==> config.mk <==
export PLATFORM = sky130hd
export DESIGN_NAME = axi_master
export DESIGN_NICKNAME = d
export VERILOG_FILES = /design/src/axi_pkg.sv /design/src/axi_master.sv
export VERILOG_INCLUDE_DIRS = /design/src /design/src/src
export SDC_FILE = /design/constraint.sdc
export NUM_CORES = 1
export LEC_CHECK = 0
export BUFFER_PORTS_ARGS = -buffer_cell sky130_fd_sc_hd__buf_2
export CAP_MARGIN = 20
export CORE_AREA = 2 2 114 116
export CTS_CLUSTER_DIAMETER = 80
export DETAILED_ROUTE_END_ITERATION = 8
export DIE_AREA = 0 0 116 118
export GPL_TIMING_DRIVEN = 1
export PLACE_DENSITY_LB_ADDON = 0.08
export SLEW_MARGIN = 20
export SYNTH_ARGS = -nofsm -noshare
export SYNTH_HDL_FRONTEND = slang
export SYNTH_SLANG_ARGS = --single-unit
==> constraint.sdc <==
create_clock -name clk -period 5.3 [get_ports clk]
set_input_delay 0 -clock clk [delete_from_list [all_inputs] [get_ports clk]]
set_output_delay 0 -clock clk [all_outputs]
set_load 0.005 [all_outputs]
==> src/axi_macros.svh <==
`ifndef AXI_MACROS_SVH
`define AXI_MACROS_SVH

// Channel field widths
`define AXI_ID_BITS   4
`define AXI_ADDR_BITS 32
`define AXI_DATA_BITS 32
`define AXI_STRB_BITS 4
`define AXI_LEN_BITS  8
`define AXI_SIZE_BITS 3

// INCR burst encoding
`define AXI_BURST_INC 2'b01

// Memory depth in words, power of two
`define AXI_MEM_WORDS 256

// Idle cycles before BVALID or RVALID
`define AXI_SLAVE_WAIT 1

`endif

==> src/axi_pkg.sv <==
`include "axi_macros.svh"

package axi_pkg;

  typedef enum logic [1:0] {
    OKAY   = 2'b00,
    DECERR = 2'b11
  } axi_resp_t;

  typedef struct packed {
    logic [`AXI_ID_BITS-1:0]   id;
    logic [`AXI_ADDR_BITS-1:0] addr;
    logic [`AXI_LEN_BITS-1:0]  len;
    logic [`AXI_SIZE_BITS-1:0] size;
    logic [1:0]                burst;
  } axi_aw_t;

  typedef struct packed {
    logic [`AXI_ID_BITS-1:0]   id;
    logic [`AXI_ADDR_BITS-1:0] addr;
    logic [`AXI_LEN_BITS-1:0]  len;
    logic [`AXI_SIZE_BITS-1:0] size;
    logic [1:0]                burst;
  } axi_ar_t;

  typedef struct packed {
    logic [`AXI_DATA_BITS-1:0] data;
    logic [`AXI_STRB_BITS-1:0] strb;
    logic                      last;
  } axi_w_t;

  typedef struct packed {
    logic [`AXI_ID_BITS-1:0] id;
    axi_resp_t               resp;
  } axi_b_t;

  typedef struct packed {
    logic [`AXI_ID_BITS-1:0]   id;
    logic [`AXI_DATA_BITS-1:0] data;
    axi_resp_t                 resp;
    logic                      last;
  } axi_r_t;

  typedef enum logic [2:0] {IDLE, AR, R, AW, W, B} master_state_t;

endpackage

==> src/axi_master.sv <==
`timescale 1ns/1ps
`include "axi_macros.svh"

module axi_master (
  input  logic                      clk,
  input  logic                      rstn,
  // CPU side
  input  logic                      read,
  input  logic                      write,
  input  logic [`AXI_ADDR_BITS-1:0] addr,
  input  logic [`AXI_DATA_BITS-1:0] data_in,
  input  logic [`AXI_STRB_BITS-1:0] w_type,
  output logic [`AXI_DATA_BITS-1:0] data_out,
  output logic                      stall,
  // Write address
  output axi_pkg::axi_aw_t          aw,
  output logic                      aw_valid,
  input  logic                      aw_ready,
  // Write data
  output axi_pkg::axi_w_t           w,
  output logic                      w_valid,
  input  logic                      w_ready,
  // Write response
  input  axi_pkg::axi_b_t           b,
  input  logic                      b_valid,
  output logic                      b_ready,
  // Read address
  output axi_pkg::axi_ar_t          ar,
  output logic                      ar_valid,
  input  logic                      ar_ready,
  // Read data
  input  axi_pkg::axi_r_t           r,
  input  logic                      r_valid,
  output logic                      r_ready
);
  import axi_pkg::*;

  // Every beat moves one whole data word
  localparam logic [`AXI_SIZE_BITS-1:0] FULL_SIZE = `AXI_SIZE_BITS'($clog2(`AXI_STRB_BITS));

  master_state_t state;
  master_state_t next_state;
  master_state_t req_state;

  logic [`AXI_ADDR_BITS-1:0] addr_q;
  logic [`AXI_DATA_BITS-1:0] wdata_q;
  logic [`AXI_STRB_BITS-1:0] wstrb_q;
  logic [`AXI_DATA_BITS-1:0] rdata_q;

  logic aw_hs;
  logic w_hs;
  logic b_hs;
  logic ar_hs;
  logic r_hs;
  logic start_aw;
  logic start_ar;

  assign aw_hs = aw_valid & aw_ready;
  assign w_hs  = w_valid & w_ready;
  assign b_hs  = b_valid & b_ready;
  assign ar_hs = ar_valid & ar_ready;
  assign r_hs  = r_valid & r_ready;

  // Where a new CPU request would take us, write first
  always_comb begin
    if (write)
      req_state = AW;
    else if (read)
      req_state = AR;
    else
      req_state = IDLE;
  end

  always_comb begin
    next_state = state;
    case (state)
      IDLE: next_state = req_state;
      AR:   next_state = ar_hs ? R : AR;
      R:    next_state = r_hs ? req_state : R;
      AW: begin
        if (aw_hs)
          next_state = w_hs ? B : W;
      end
      W: begin
        if (w_hs)
          next_state = b_hs ? req_state : B;
      end
      B:    next_state = b_hs ? req_state : B;
      default: next_state = IDLE;
    endcase
  end

  always_ff @(posedge clk or negedge rstn) begin
    if (!rstn) begin
      state <= IDLE;
    end else begin
      state <= next_state;
    end
  end

  // Request is captured on the edge that enters AW or AR
  assign start_aw = (next_state == AW) && (state != AW);
  assign start_ar = (next_state == AR) && (state != AR);

  always_ff @(posedge clk) begin
    if (start_aw || start_ar)
      addr_q <= addr;
    if (start_aw) begin
      wdata_q <= data_in;
      wstrb_q <= w_type;
    end
  end

  // Last read word, kept for the CPU
  always_ff @(posedge clk or negedge rstn) begin
    if (!rstn) begin
      rdata_q <= '0;
    end else if (r_hs) begin
      rdata_q <= r.data;
    end
  end

  assign data_out = r_hs ? r.data : rdata_q;

  // Single beat INCR, ID zero
  assign aw = '{
    id:    '0,
    addr:  addr_q,
    len:   '0,
    size:  FULL_SIZE,
    burst: `AXI_BURST_INC
  };

  assign ar = '{
    id:    '0,
    addr:  addr_q,
    len:   '0,
    size:  FULL_SIZE,
    burst: `AXI_BURST_INC
  };

  assign w = '{
    data: wdata_q,
    strb: wstrb_q,
    last: 1'b1
  };

  always_comb begin
    aw_valid = 1'b0;
    w_valid  = 1'b0;
    b_ready  = 1'b0;
    ar_valid = 1'b0;
    r_ready  = 1'b0;
    stall    = 1'b0;
    case (state)
      AR: begin
        ar_valid = 1'b1;
        stall    = 1'b1;
      end
      R: r_ready = 1'b1;
      AW: begin
        aw_valid = 1'b1;
        // Data goes out with the accepted address
        w_valid  = aw_hs;
        stall    = 1'b1;
      end
      W: begin
        w_valid = 1'b1;
        b_ready = 1'b1;
        stall   = 1'b1;
      end
      B: b_ready = 1'b1;
      default: ;
    endcase
  end

endmodule

==> metrics.md, run 1 <==
| Metric | Value |
|---|---|
| Run status | `complete, no violations` |
| Die height | `118 microns` |
| WL/cell | `between 10 and 15 microns` |
| Yosys warning total | `0` |
| Ys async rst share | `roughly 34%` |
| #FFs+latches synth | `103` |
| Initial cell density of the core | `approximately 34%` |
| Total Routing Usage GR | `14.84%` |
| Layout cell share with drive strength beyond 1 | `between 50% and 60%` |
| Layout Nets | `between 600 and 700` |
| Cell count of the worst hold path | `3` |
| Row count | `41` |
| First-pass GRT wire length | `15.21 mm` |
| Reg2Reg Capture Point | `addr_q[17]` |
| Initial DRC Count | `around 160` |
| Final wirelength | `around 11 mm` |
| Drt drc | `0` |
| Critical Path Sink Type | `flop` |
| Worst Path Max Fanout | `32` |
| Final Slew Violations | `0` |
| Power per cell area | `between 500 and 600 nW/um^2` |
| Gr ovfl total | `0` |
| CTS tree | `yes` |
| CTS resizes | `0` |
| Top Ports | `around 300` |
| Cells after DPL | `a little over 600` |
| Yosys top cell area share | `roughly half` |
| Root Driver | `clkbuf_16` |
| CP required | `roughly 5.3 ns` |
| Max-slew headroom | `47.07%` |
| Final cell count without fillers | `740` |
| CTS buffer count | `9` |
| Clock buffer depth | `2` |
| Max Cap Violations | `0` |
| Syn avg cell area | `17.33 sq um` |
| Setup bufs post-CTS | `0` |
| CTS HTree Levels | `3` |
| Multi-input gate area | `between 800 and 900 sq um` |
| Largest net degree at the start of global routing | `37` |
| F_max | `0.4502 GHz` |
| Dpl ws | `3.101 ns` |
| Via count of the first global-routing pass | `approximately 2900` |
| Worst path cell trace | `nand2b_1 -> o31ai_1 -> a32oi_1 -> a211oi_4 -> buf_4` |
| Synth area leaders | `edfxtp_1 49%, dfrtp_1 21%, buf_4 12%, mux2_4 11%, buf_12 1.4%` |
| Total power | `between 3 and 4 mW` |
| Worst Skew | `~0.0042 ns` |
| Worst setup path start | `state[1]` |
| R2R depth | `5` |
| Final Critical Period | `2.221 ns` |
| Sequential cell area | `~2900 sq um` |
| Die area | `approximately 14000 sq um` |
| Netlist cell types | `28` |
| Crit share post-route | `41.91%` |
| Routed vias | `2959` |
| EDFF count, synth | `68` |
| Num Clock Sinks | `approximately 100` |
| Hold Fails Final Rpt | `0` |
| Slowest cell on crit path | `dfrtp_1` |
| FILL cells | `~1100` |
| Critical Path AT | `2.22 ns` |
| Final Setup Violations | `0` |
| Dpl hpwl | `between 7 and 8 mm` |
| Top cells by count, synth | `68 x buf_4, 68 x edfxtp_1, 35 x dfrtp_1` |
| Clock latency on the worst-skew pair | `0.35 ns` |
| Antenna Nets Post-Route | `0` |
| Top_reg_cell synth | `edfxtp_1` |
| Worst IR drop on VDD | `about 0.00023 V` |
| Final GP Congestion | `~0.82` |
| Hold endpoint | `state[2]` |
| Setup TNS | `0 ns` |
| HP Class | `in2reg` |
| Diode count | `0` |
| Post-synth top area cell | `edfxtp_1` |
| Mapped cell area | `4177 sq um` |
| Leakage power | `approximately 3 nW` |
| Initial antenna violation count | `1` |
| Port Buf Inserts | `246` |
| Hold WS | `approximately 0.059 ns` |
| Gate Count Post-Synth | `about 240` |
| Routed vias/inst | `between 3 and 4` |
| CP max stage delay | `between 0.4 and 0.5 ns` |
| Core Area | `between 10000 and 15000 sq um` |
| R2R setup slack | `3.08 ns` |
| Initial DRT Pass Iterations | `4` |
| Crit Path Class | `reg2reg` |
| Final WS setup | `3.079 ns` |
| Die X | `116 microns` |
| CTS clk-pin slew, worst paths | `~0.070 ns` |
| Sequential area share after synthesis | `between 60% and 70%` |
| Critical path startpoint category | `flop` |
| Slew of the pin with the lowest slew margin | `about 0.79 ns` |
| Hold path startpoint | `aw_ready` |
| Area growth syn-to-layout | `56.77%` |
| RSZ-0062 raised after global routing | `false` |
| Worst R2R Start | `state[1]` |
## critical path: cells and delay by family, from the launching register on
kind            cells  cell delay, ns
flops               1            0.47
simple gates        1            0.24
buf+inv             1            0.39
compound gates      3            0.76
## cell usage in the layout (no fill, tap or decap), drive strengths merged
cell         count
bufinv           2
or2              1
conb            35
nor2b            1
dlygate4sd3    102
and2             1
o21ai            3
nand2            2
clkinvlp         1
o31ai            1
a32oi            1
dfrtp           35
a22oi            1
a21oi            1
nor3             2
edfxtp          68
nor2             3
mux2i            1
clkinv           1
inv              7
a311oi           1
buf            248
nand2b           4
and3b            1
nor3b            2
clkbuf           9
mux2            32
a211oi           2
## routing by layer
layer | vias up | part of all wire, % | track usage, %
met5 | - | 0.12 | 0
met4 | 2 | 1.4 | 5.804
met3 | 14 | 9.3 | 5.252
met2 | 153 | 51 | 26.39
met1 | 1401 | 38 | 15.83
li1 | 1389 | - | -
## power breakdown
group | total, mW | internal (mW) | switching [mW]
Sequential | 1.49 | 1.34 | 0.146
Combinational | 1.31 | 0.671 | 0.638
Clock | 0.724 | 0.421 | 0.302
## kinds of logic after synthesis
| family | Yosys count | share of synthesized area (%) |
|---|---|---|
| compound gates | 10 | 1.618 |
| buf+inv | 76 | 14.29 |
| flops | 103 | 69.86 |
| mux | 33 | 11.56 |
| other cells | 2 | 0.1798 |
| simple gates | 17 | 2.487 |
## state kept, by name (all words and copies together), names as in the netlist
name / flops
addr_q: 32
state: 3
wstrb_q: 4
rdata_q: 32
wdata_q: 32
## worst max-delay path by stage
stage                  endpoint  cells after the start  slack, ns
floorplan            wdata_q[0]                      4       1.33
global placement      addr_q[7]                      5       3.11
detailed placement   addr_q[16]                      5       3.10
CTS                 data_out[0]                      5       3.07
global route         addr_q[12]                      5       2.90
finish               addr_q[17]                      5       3.08
## cell type report
type,count,area share (%)
Sequential cell,103,44.56
Timing Repair Buffer,350,34.63
Multi-Input combinational cell,95,12.27
Clock buffer,9,3.440
Tap cell,172,3.287
Clock inverter,7,1.586
Inverter,4,0.2293
## what timing repair did
item,in CTS,in global routing
hold endpoints to repair,136,0
setup endpoints to repair,0,0
hold buffers,102,0
## through the flow
step / util, % / instance area (sq um)
finish: 52.74 / 6548
detailed placement: 41.87 / 5197
CTS: 52.74 / 6548
global placement: 41.87 / 5197
floorplan: - / 4300
global route: 52.74 / 6548
(Power assumes the default switching activity.)
==> run 2: changes to the inputs <==
==> constraint.sdc (replaced) <==
create_clock -name clk -period 2.1 [get_ports clk]
set_input_delay 0 -clock clk [delete_from_list [all_inputs] [get_ports clk]]
set_output_delay 0 -clock clk [all_outputs]
set_load 0.005 [all_outputs]
==> run 2 against run 1 <==
Compared with the run above:
- first-iteration DRC count is 9.0% lower
- worst setup slack worse by 3.0 ns
- final area is 1.6% higher
- sequential share of layout area is 0.67 points lower
- critical path depth stayed put
- non-clock buffer count is 4 higher
- combinational power grew to 2.7 times the previous value
- sequential cell count stayed put
- clock-buffer cell count stayed put
- global-route usage is 0.42 points lower
==> metrics.md, run 2 (synthesized netlist as in run 1, its figures left out) <==
| Metric | Value |
|---|---|
| WL/cell | `between 10 and 15 microns` |
| Power per cell area | `1357 nW/um^2` |
| Core Area | `~12000 sq um` |
| Crit Path Class | `reg2reg` |
| Clock latency on the worst-skew pair | `around 0.35 ns` |
| Die area | `between 10000 and 15000 sq um` |
| Max Cap Violations | `0` |
| Max-slew headroom | `47.25%` |
| Layout cell share with drive strength beyond 1 | `a little over half` |
| Total Routing Usage GR | `between 10% and 20%` |
| Biggest regs | `addr_q (32), rdata_q (32), wdata_q (32)` |
| Die X | `between 100 and 150 microns` |
| Initial antenna violation count | `0` |
| R2R depth | `5` |
| Root Driver | `clkbuf_16` |
| Top Ports | `a little under 300` |
| Via count of the first global-routing pass | `slightly below 3000` |
| Dpl hpwl | `about 7.4 mm` |
| Most frequent cells in the layout | `246 x buf_2, 101 x dlygate4sd3_1, 68 x edfxtp_1` |
| Largest net degree at the start of global routing | `37` |
| Initial cell density of the core | `33.64%` |
| First-pass GRT wire length | `~15 mm` |
| Clock buffer depth | `2` |
| Gr ovfl total | `0` |
| Final Critical Period | `between 1.5 and 2 ns` |
| Area growth syn-to-layout | `59.23%` |
| Layout Nets | `between 600 and 700` |
| Final GP Congestion | `roughly 0.83` |
| Drt drc | `0` |
| Worst Skew | `0.008902 ns` |
| Diode count | `0` |
| Initial DRC Count | `between 100 and 150` |
| CTS tree | `yes` |
| Run status | `complete, no violations` |
| HP Class | `in2reg` |
| Reg2Reg Capture Point | `wdata_q[13]` |
| Setup TNS | `0 ns` |
| CP required | `about 2.1 ns` |
| Antenna Nets Post-Route | `0` |
| CTS HTree Levels | `3` |
| Routed vias/inst | `3.984` |
| Worst setup path start | `state[0]` |
| Worst setup path end | `wdata_q[13]` |
| Row count | `41` |
| Port Buf Inserts | `between 200 and 250` |
| Slew of the pin with the lowest slew margin | `approximately 0.79 ns` |
| Final Slew Violations | `0` |
| Critical path startpoint category | `flop` |
| Leakage power | `3.088 nW` |
| Hold Fails Final Rpt | `0` |
| Worst IR drop on VDD | `a little over 0.0006 V` |
| Hold WS | `approximately 0.09 ns` |
| Final wirelength | `around 10 mm` |
| Critical Path Sink Type | `flop` |
| RSZ-0062 raised after global routing | `false` |
| CTS clk-pin slew, worst paths | `around 0.070 ns` |
| Worst Path Max Fanout | `36` |
| Final Setup Violations | `0` |
| Fin util | `53.57%` |
| F_max | `0.5055 GHz` |
| Worst R2R Start | `state[0]` |
| Num Clock Sinks | `approximately 100` |
| Commonest non-fill, non-tap cell in the layout | `buf_2` |
| R2R setup slack | `around 0.12 ns` |
| Critical Path AT | `about 2 ns` |
| Routed vias | `slightly below 3000` |
| CTS buffer count | `9` |
| Initial DRT Pass Iterations | `4` |
| Crit share post-route | `between 90% and 100%` |
| Die height | `between 100 and 150 microns` |
-- run 2: area by class of cell --
class | count | area [sq um]
Timing Repair Buffer | 354 | 2345
Inverter | 4 | 15.01
Fill cell | 1089 | 5764
Clock inverter | 7 | 88.84
Tap cell | 172 | 215.2
Multi-Input combinational cell | 95 | 842.1
Clock buffer | 9 | 225.2
Sequential cell | 103 | 2919
-- run 2: worst min-delay path by stage --
stage | cells past startpoint | endpoint | from | slack (ns)
floorplan | 0 | rdata_q[0] | rstn | -0.30
global placement | 1 | rdata_q[13] | rstn | 0.15
detailed placement | 1 | rdata_q[15] | rstn | 0.14
CTS | 4 | state[1] | write | 0.08
global route | 4 | state[0] | w_ready | 0.11
finish | 4 | state[0] | w_ready | 0.09
-- run 2: metal layers --
metal / track usage, % / share of wire [%]
met2: 24.74 / 50
met3: 4.377 / 9.0
met1: 16.68 / 39
met4: 5.655 / 1.8
met5: 0 / 0
-- run 2: critical path: stages (launching register included) --
cell and delay [ns]:
dfrtp_1 0.52, nor2_1 0.16, a22oi_1 0.25, a32oi_2 0.22, nor3_4 0.26, buf_12 0.24
-- run 2: per-stage QoR --
step / cells / power (mW) / setup slack [ns] / area (sq um)
after detailed placement: 625 / 7.201 / 0.1345 / 5309
after global placement: 625 / 7.192 / 0.1860 / 5309
after global routing: 744 / 9.607 / 0.03027 / 6650
after CTS: 743 / 9.119 / 0.05404 / 6641
final: 744 / 9.023 / 0.1219 / 6650
after floorplan: 274 / 5.834 / -0.2987 / 4357
-- run 2: where the power goes --
part | internal, mW | switching [mW]
clock | 0.951 | 0.779
sequential | 3.38 | 0.352
combinational | 1.88 | 1.69
total | 6.20 | 2.82
-- run 2: timing repair --
action	4_1_cts	5_1_grt
gates resized for setup	0	1
hold buffers	101	0
buffers inserted	1	1
pin swaps	1	0
setup endpoints to repair	25	23
endpoints found under the hold margin	135	0
==> run 3: changes to the inputs <==
--- a/config.mk
+++ b/config.mk
@@ -8,12 +8,13 @@
 export LEC_CHECK = 0
 export BUFFER_PORTS_ARGS = -buffer_cell sky130_fd_sc_hd__buf_2
 export CAP_MARGIN = 20
-export CORE_AREA = 2 2 114 116
+export CORE_AREA = 2 2 116 118
+export CTS_BUF_LIST = sky130_fd_sc_hd__clkbuf_4
 export CTS_CLUSTER_DIAMETER = 80
 export DETAILED_ROUTE_END_ITERATION = 8
-export DIE_AREA = 0 0 116 118
+export DIE_AREA = 0 0 118 120
 export GPL_TIMING_DRIVEN = 1
-export PLACE_DENSITY_LB_ADDON = 0.08
+export PLACE_DENSITY = 0.64
 export SLEW_MARGIN = 20
 export SYNTH_ARGS = -nofsm -noshare
 export SYNTH_HDL_FRONTEND = slang
==> run 3 against run 2 <==
Compared with the run above:
- combinational power is 2% higher
- die area is 3.4% higher
- clock skew is 0.010 ns higher
- sequential share of layout area is 0.59 points higher
- largest power group unchanged
==> metrics.md, run 3 (synthesized netlist as in run 1, its figures left out) <==
| Metric | Value |
|---|---|
| Worst IR drop on VDD | `between 0.0009 and 0.001 V` |
| Final Setup Violations | `0` |
| Final WS setup | `0.1122 ns` |
| Sequential power share | `about 45%` |
| Antenna Nets Post-Route | `0` |
| CTS clk-pin slew, worst paths | `0.15 ns` |
| Worst Skew | `just under 0.02 ns` |
| Fin util | `slightly above 50%` |
| Initial antenna violation count | `1` |
| R2R depth | `5` |
| WL/cell | `between 10 and 15 microns` |
| HP Class | `in2reg` |
| Commonest non-fill, non-tap cell in the layout | `buf_2` |
| Crit Path Class | `reg2reg` |
| Worst path cell trace | `nor2_1 -> nor2b_1 -> o21ai_0 -> a211oi_4 -> buf_12` |
| Final wirelength | `between 10 and 15 mm` |
| Critical Path AT | `2.14 ns` |
| Initial DRC Count | `94` |
| Cell Area, Placed | `5306 sq um` |
| Power per cell area | `approximately 1300 nW/um^2` |
| Pint | `~5.7 mW` |
| Port Buf Inserts | `246` |
| Worst R2R Start | `state[0]` |
| Hold path startpoint | `ar_ready` |
| Crit share post-route | `around 95%` |
| Root Driver | `clkbuf_4` |
| Comb power frac | `a little over two fifths` |
| Row count | `42` |
| Top Ports | `295` |
| Routed vias | `between 3000 and 4000` |
| Gr ovfl total | `0` |
| Run status | `complete, no violations` |
| Clock buffer depth | `2` |
| Slew of the pin with the lowest slew margin | `just under 0.9 ns` |
| Dpl hpwl | `around 7.4 mm` |
| Final Critical Period | `about 2.0 ns` |
| CP max stage delay | `approximately 0.5 ns` |
| Sw Share | `roughly 33%` |
| RSZ-0062 raised after global routing | `false` |
| Final GP Congestion | `~0.78` |
| Critical Path Sink Type | `flop` |
| Hold Fails Final Rpt | `0` |
| Buf/Inv on CP | `1` |
| Die area | `14160 sq um` |
| Die height | `between 100 and 150 microns` |
| Max Cap Violations | `0` |
| Slowest cell on crit path | `dfrtp_2` |
| Worst setup path start | `state[0]` |
| Most frequent cells in the layout | `245 x buf_2, 105 x dlygate4sd3_1, 68 x edfxtp_1` |
| Worst Path Max Fanout | `32` |
| Initial cell density of the core | `32.18%` |
| Final Slew Violations | `0` |
| Via count of the first global-routing pass | `3144` |
| Critical path startpoint category | `flop` |
| Total power | `about 8.4 mW` |
| CTS buffer count | `9` |
| Max-slew headroom | `between 40% and 50%` |
| Net Switching | `about 2.8 mW` |
| CP top delay family | `compound AO/OA/AOI/OAI gates` |
| Cell area after layout | `between 6000 and 7000 sq um` |
| Clock latency on the worst-skew pair | `~0.45 ns` |
| Biggest regs | `addr_q (32), rdata_q (32), wdata_q (32)` |
| Drt drc | `0` |
| Cell count of the worst hold path | `5` |
| CTS HTree Levels | `3` |
| Leakage power | `3.041 nW` |
| Num Clock Sinks | `approximately 100` |
| Initial DRT Pass Iterations | `4` |
| Routed vias/inst | `slightly above 4` |
| CP required | `roughly 2.3 ns` |
| Area growth syn-to-layout | `57.25%` |
| Layout Nets | `between 600 and 700` |
| Critical Path Stages | `5` |
| Core Area | `approximately 13000 sq um` |
| Die X | `around 120 microns` |
| F_max | `0.5031 GHz` |
| Dpl ws | `between 0.03 and 0.04 ns` |
| Clock share of power | `approximately an eighth` |
| CTS tree | `yes` |
| First-pass GRT wire length | `approximately 17 mm` |
| Largest net degree at the start of global routing | `37` |
| Layout cell share with drive strength beyond 1 | `between 50% and 60%` |
| Total Routing Usage GR | `approximately 15%` |
-- run 3: routing by layer --
| layer | global-route usage (%) | part of all wire, % | vias to the layer above |
|---|---|---|---|
| met3 | 2.994 | 4.9 | 22 |
| li1 | - | - | 1407 |
| met5 | 0 | 0 | - |
| met1 | 15.73 | 36 | 1467 |
| met2 | 29.80 | 57 | 140 |
| met4 | 7.907 | 2.8 | 0 |
-- run 3: area by class of cell --
cell class                      count  area [sq um]
Fill cell                        1112          6412
Clock inverter                      6         70.07
Clock buffer                       10         75.07
Tap cell                          176         220.2
Sequential cell                   103          2922
Timing Repair Buffer              360          2410
Antenna cell                        1         2.502
Inverter                            4         15.01
Multi-Input combinational cell     95         853.3
-- run 3: worst reg2reg max path: stages, from the launching register on --
cell and delay [ns]:
dfrtp_2 0.49, nor2_1 0.13, nor2b_1 0.27, o21ai_0 0.24, a211oi_4 0.30, buf_12 0.23
-- run 3: repair_timing --
item,CTS,global route
setup endpoints to repair,32,89
setup buffers,5,0
pin swaps,1,0
hold endpoints to repair,138,0
hold buffers,105,0
cloned,0,0
resized for setup,4,3
-- run 3: final timing paths --
kind,slack [ns],end
setup / recovery,0.11,addr_q[8]
hold / removal,0.1,state[1]
setup reg to reg,0.11,addr_q[8]
hold reg to reg,0.50,rdata_q[0]
max in group asynchronous,1.32,state[2]
min in group asynchronous,0.20,rdata_q[14]
-- run 3: power groups by stage --
stage | Combinational (mW) | Sequential [mW] | Clock [mW]
5_1_grt | 3.90 | 3.86 | 1.18
3_3_place_gp | 3.35 | 3.76 | 0
3_5_place_dp | 3.39 | 3.80 | 0
2_1_floorplan | 2.01 | 3.83 | 0
6_report | 3.63 | 3.77 | 1.05
4_1_cts | 3.65 | 3.75 | 1.11
-- run 3: through the flow --
step | hold slack [ns] | setup TNS [ns] | std cells
floorplan | -0.2956 | -17.92 | 274
finish | 0.09595 | 0 | 755
global placement | 0.1722 | 0 | 628
global route | 0.1196 | 0 | 755
CTS | 0.03457 | 0 | 754
detailed placement | 0.1705 | 0 | 628
